### src/verilog/mmio_cfg.svh
`ifndef MMIO_CFG_SVH
`define MMIO_CFG_SVH

// address map in cpu word addresses
// instruction space is everything at or below REG_LO
`define MMIO_REG_LO 32'd1024

// capture registers sit above REG_LO up to REG_HI inclusive
`define MMIO_REG_HI 32'd1056

// data memory window, above REG_HI up to MEM_HI inclusive
`define MMIO_MEM_HI 32'd1792

// tft write port, above MEM_HI and strictly below TFT_HI
`define MMIO_TFT_HI 32'd2048

// upper byte the wishbone side decodes as memory
`define MMIO_MEM_TAG 8'h33

// capture channels, picked by the bits just above the history index
`define MMIO_N_CHAN 4 // 2 also works

// history words kept per channel
// N_CHAN * HIST spans the 5-bit register address
`define MMIO_HIST 8

// stand-in memory
`define MMIO_MEM_WAIT 2 // busy cycles per access, at least 1
`define MMIO_MEM_DEPTH 1024 // words, indexed by the low address bits

`endif

### src/verilog/chan_if.sv
`timescale 1ns/1ps

`include "mmio_cfg.svh"

// one capture channel as seen from the router side
interface chan_if;

    logic                          rd;      // single read strobe
    logic [$clog2(`MMIO_HIST)-1:0] reg_idx; // history slot to read
    logic [31:0]                   rdata;   // registered read word
    logic                          ack;     // one cycle after rd
    logic                          valid;   // channel holds at least one sample

    // router issues the read
    modport router (
        output rd,
        output reg_idx
    );

    // channel answers it
    modport channel (
        input  rd,
        input  reg_idx,
        output rdata,
        output ack,
        output valid
    );

    // merge only observes
    modport merge (
        input rd,
        input reg_idx,
        input rdata,
        input ack,
        input valid
    );

endinterface

### src/verilog/ext_reg_channel.sv
`timescale 1ns/1ps

`include "mmio_cfg.svh"

module ext_reg_channel (
    input  logic        clk,
    input  logic        rst_n,
    input  logic        sample,      // capture strobe from the outside world
    input  logic [31:0] sample_data,
    chan_if.channel     ch
);

    logic [31:0] hist [`MMIO_HIST]; // slot 0 newest
    logic [31:0] rdata_q;
    logic        valid_q;
    logic        ack_q;
    logic        rd_take;

    // rd stays up during the ack cycle, so skip it there
    // a back to back read then gets its own ack
    assign rd_take = ch.rd & ~ack_q;

    // history shift register
    // cleared so slots not yet filled read back as zero
    always_ff @(posedge clk) begin
        if (!rst_n) begin
            for (int i = 0; i < `MMIO_HIST; i++) begin
                hist[i] <= '0;
            end
        end else if (sample) begin
            hist[0] <= sample_data;
            for (int i = 1; i < `MMIO_HIST; i++) begin
                hist[i] <= hist[i-1]; // older samples move up
            end
        end
    end

    // read word, sampled together with the ack
    always_ff @(posedge clk) begin
        if (rd_take)
            rdata_q <= hist[ch.reg_idx]; // pre-shift value on a same cycle sample
    end

    always_ff @(posedge clk) begin
        if (!rst_n) begin
            valid_q <= 1'b0;
            ack_q   <= 1'b0;
        end else begin
            if (sample)
                valid_q <= 1'b1; // sticky after the first capture
            ack_q <= rd_take;
        end
    end

    assign ch.rdata = rdata_q;
    assign ch.ack   = ack_q;
    assign ch.valid = valid_q;

endmodule

### src/flat_wrapper.sv
// flat-port wrapper written by rule: the top's interface ports become plain ports
module ext_reg_channel_flat 
  (clk, rst_n, sample, sample_data, ch_rd, ch_reg_idx, ch_rdata, ch_ack, ch_valid);
  chan_if ch_i ();
  input  logic clk;
  input  logic rst_n;
  input  logic sample;
  input  logic [31:0] sample_data;
  input wire logic [$bits(ch_i.rd)-1:0] ch_rd;
  input wire logic [$bits(ch_i.reg_idx)-1:0] ch_reg_idx;
  output wire logic [$bits(ch_i.rdata)-1:0] ch_rdata;
  output wire logic [$bits(ch_i.ack)-1:0] ch_ack;
  output wire logic [$bits(ch_i.valid)-1:0] ch_valid;
  assign ch_i.rd = ch_rd;
  assign ch_i.reg_idx = ch_reg_idx;
  assign ch_rdata = ch_i.rdata;
  assign ch_ack = ch_i.ack;
  assign ch_valid = ch_i.valid;
  ext_reg_channel u_core (.clk(clk), .rst_n(rst_n), .sample(sample), .sample_data(sample_data), .ch(ch_i));
endmodule
### config.mk
export PLATFORM = sky130hd
export DESIGN_NAME = ext_reg_channel_flat
export DESIGN_NICKNAME = d
export VERILOG_FILES = /design/src/verilog/chan_if.sv /design/src/verilog/ext_reg_channel.sv /design/src/flat_wrapper.sv
export VERILOG_INCLUDE_DIRS = /design/src /design/src/verilog
export SDC_FILE = /design/constraint.sdc
export NUM_CORES = 1
export LEC_CHECK = 0
export BUFFER_PORTS_ARGS = -buffer_cell sky130_fd_sc_hd__buf_2
export CORE_MARGIN = 8
export CORE_UTILIZATION = 50
export DETAILED_ROUTE_END_ITERATION = 8
export GPL_TIMING_DRIVEN = 0
export HOLD_SLACK_MARGIN = 0.15
export PLACE_DENSITY = 0.73
export SYNTH_ARGS = -nofsm -noshare
export SYNTH_HDL_FRONTEND = slang
export SYNTH_SLANG_ARGS = --single-unit
### constraint.sdc
create_clock -name clk -period 8.24 [get_ports clk]
set_input_delay 0 -clock clk [delete_from_list [all_inputs] [get_ports clk]]
set_output_delay 0 -clock clk [all_outputs]
set_load 0.01 [all_outputs]
==> impl_metrics.json <==
{
  "globalRoute.totalOverflow": 0,
  "insertedDiodeCount": 0,
  "fin_worst_skew_ns": 0.0100,
  "critical_path.max_fanout": 71,
  "syn-num-nets": 753,
  "sequentialPowerShare_pct": 53.6,
  "worst_pin_slew_ns": 0.992,
  "clock.fmax_mhz": 391,
  "grtUsageTotal_pct": 18.6,
  "max_slew_margin_pct": 33.9,
  "power.clock.fraction_pct": 38.1,
  "postSynthCellCount": 714,
  "grt_pass1_wl_um": 43900,
  "cts.root.buffer_cell": "sky130_fd_sc_hd__clkbuf_16",
  "cts.htree.levels": 1,
  "syn-cell-area_sq_um": 12600,
  "drt_wl_total_um": 28500,
  "synth_seq_area_share_pct": 69.0,
  "die_area_sq_um": 30500,
  "worst_r2r_setup_slack_ns": 6.73,
  "worst_setup_hold_path_clk_slew_ns": 0.07,
  "hp-class": "in2reg",
  "ys_ff_latch": 290,
  "chip_width_um": 175,
  "setup_violations": 0,
  "antenna_violations_before_repair": 0,
  "setup_crit_start_kind": "input pin",
  "drv.max_cap_violation_count": 0,
  "routed_wl_per_cell_um": 23.7,
  "finalHoldViolations": 0,
  "detailroute.via_count": 7118,
  "arrival_ns": 2.75,
  "rsz0062_at_grt": "false",
  "drive_above_1_share_pct": 21.4,
  "post-cts-setup-buffer-count": 0,
  "hpwlAfterDp_um": 17700,
  "average_cell_area_after_synthesis_sq_um": 17.6,
  "path_class": "in2reg",
  "dp_slack_ns": 5.86,
  "clkLatencyLatePin_ns": 0.54,
  "syn_to_final_growth_pct": 17.0,
  "place.gp.congestion": 0.770,
  "outcome": "finished, final reports clean",
  "ys.warnings.count": 0,
  "first_global_vias": 7463,
  "initial_core_util_pct": 50.4,
  "worst_ep_required_time_ns": 8.44,
  "cts_max_path_buffers": 3,
  "maximum_number_of_pins_on_one_net_before_global_route_repair": 72,
  "initialDrtViolationCount": 665,
  "vdd_ir_drop_max_mv": 0.182,
  "drt_first_pass_iters": 6,
  "placement.io_buffers": 67,
  "top_level_ports": 73,
  "power_switching_share_pct": 22.1,
  "setup_total_negative_slack_ns": 0,
  "detail_route.drc_violations": 0,
  "period_needed_ns": 2.56,
  "yosys.cell_types.count": 15,
  "timing.critical_path.to_type": "register",
  "nets": 892,
  "final_critical_path_setup_slack_ns": 5.68,
  "cts_tree": "done",
  "maxSlewViolCount": 0,
  "total_switching_power_uw": 733,
  "power_per_cell_area_nw_per_um2": 226,
  "post_drt_via_cell_ratio": 5.91,
  "p_comb_share_pct": 8.3,
  "tritoncts_num_sinks": 290,
  "route.antenna.remaining_nets": 0,
  "totalPowerFinal_mw": 3.32,
  "internal-power_mw": 2.59,
  "die_h_um": 175,
  "layout.filler_cells": 1881,
  "tritoncts.num_buffers": 29,
  "std_cell_rows": 58,
  "ratio_of_final_minimum_period_to_clock_period_pct": 31.0,
  "total_leakage_power_nw": 6.33,
  "coreArea_sq_um": 25000
}
## cell families (layout without fill, tap and decap cells)
kind of cell	after synthesis	after routing	synth area share [%]
AO/OA/AOI/OAI	1	1	0.0597
buffers and inverters	68	229	2.51
flip-flops	290	290	69.0
multiplexers	96	96	15.5
AND/OR/NAND/NOR	259	259	12.9
## cell usage after synthesis, drive strengths merged
master | instances | area (sq um)
o21a | 1 | 7.51
nor2b | 1 | 6.26
mux2 | 32 | 375
clkbuf | 54 | 203
edfxtp | 288 | 8650
and2 | 65 | 407
and3 | 192 | 1200
mux4 | 64 | 1580
dfxtp | 2 | 40.0
nand2b | 1 | 6.26
buf | 14 | 113
## worst max-delay path, cell delays in order
cell and delay (ns):
sky130_fd_sc_hd__dlygate4sd3_1 0.63, sky130_fd_sc_hd__clkbuf_1 0.51, sky130_fd_sc_hd__nand2b_4 0.83, sky130_fd_sc_hd__buf_16 0.35, sky130_fd_sc_hd__buf_16 0.35
## final timing paths
kind,startpoint,endpoint,depth (start not counted)
worst max register to register,u_core.hist[4][1]$_SDFFCE_PN0P_,u_core.ch.rdata[1]$_DFFE_PP_,2
worst min-delay path,sample_data[8],u_core.hist[0][8]$_SDFFCE_PN0P_,3
worst max-delay path,sample,u_core.hist[4][21]$_SDFFCE_PN0P_,5
worst min register to register,u_core.ch.valid$_SDFFE_PN0P_,u_core.ch.valid$_SDFFE_PN0P_,1
## layer usage
| layer | GRT usage (%) | vias up | wire [um] |
|---|---|---|---|
| met5 | 0 | - | 0 |
| met4 | 5.79 | 0 | 750 |
| met3 | 3.02 | 56 | 1790 |
| met2 | 31.0 | 272 | 14200 |
| met1 | 24.7 | 3643 | 11800 |
| li1 | - | 3147 | - |
## cell usage in the layout (no fill, tap or decap), types with 4 or more instances in the layout
cell type                       Yosys  routed
sky130_fd_sc_hd__clkinv_2           0       9
sky130_fd_sc_hd__mux4_1            36      36
sky130_fd_sc_hd__clkbuf_16          0      29
sky130_fd_sc_hd__mux4_2            28      28
sky130_fd_sc_hd__mux2_4             4       4
sky130_fd_sc_hd__edfxtp_1         288     288
sky130_fd_sc_hd__dlygate4sd3_1      0      37
sky130_fd_sc_hd__buf_2              6      73
sky130_fd_sc_hd__and3_1           192     192
sky130_fd_sc_hd__mux2_2            28      28
sky130_fd_sc_hd__buf_6              7       7
sky130_fd_sc_hd__and2_1            65      65
sky130_fd_sc_hd__clkbuf_1          54      64
sky130_fd_sc_hd__buf_16             0       4
## metrics by stage
step | std cells | area (sq um) | util, % | hold slack [ns]
global route | 1205 | 14700 | 59.0 | 0.315
floorplan | 714 | 12600 | - | 0.236
finish | 1205 | 14700 | 59.0 | 0.304
CTS | 1205 | 14700 | 59.0 | 0.295
global placement | 1111 | 13300 | 53.4 | 0.314
detailed placement | 1115 | 13500 | 53.9 | 0.319
## timing repair
| action | in CTS | in global routing |
|---|---|---|
| hold buffers | 37 | 0 |
| resized for setup | 0 | 0 |
| endpoints found under the hold margin | 85 | 0 |
| setup endpoints to repair | 0 | 0 |
## cell type report
class / count / area [sq um] / share of cell area (%)
Tap cell: 330 / 413 / 2.81
Timing Repair Buffer: 108 / 816 / 5.54
Sequential cell: 290 / 8690 / 59.0
Clock inverter: 13 / 113 / 0.765
Buffer: 68 / 315 / 2.14
Clock buffer: 40 / 777 / 5.28
Multi-Input combinational cell: 356 / 3590 / 24.4
## registers in the layout, indices dropped and copies added, names as in the netlist
| register | count |
|---|---|
| u_core.ch.valid | 1 |
| u_core.ch.ack | 1 |
| u_core.ch.rdata | 32 |
| u_core.hist | 256 |
## power groups by stage
stage	Combinational, mW	Clock [mW]	Sequential [mW]
global route	0.295	1.33	1.79
detailed placement	0.262	0	1.81
floorplan	0.160	0	1.82
finish	0.275	1.27	1.78
CTS	0.277	1.28	1.78
global placement	0.250	0	1.83
(Power assumes the default switching activity.)
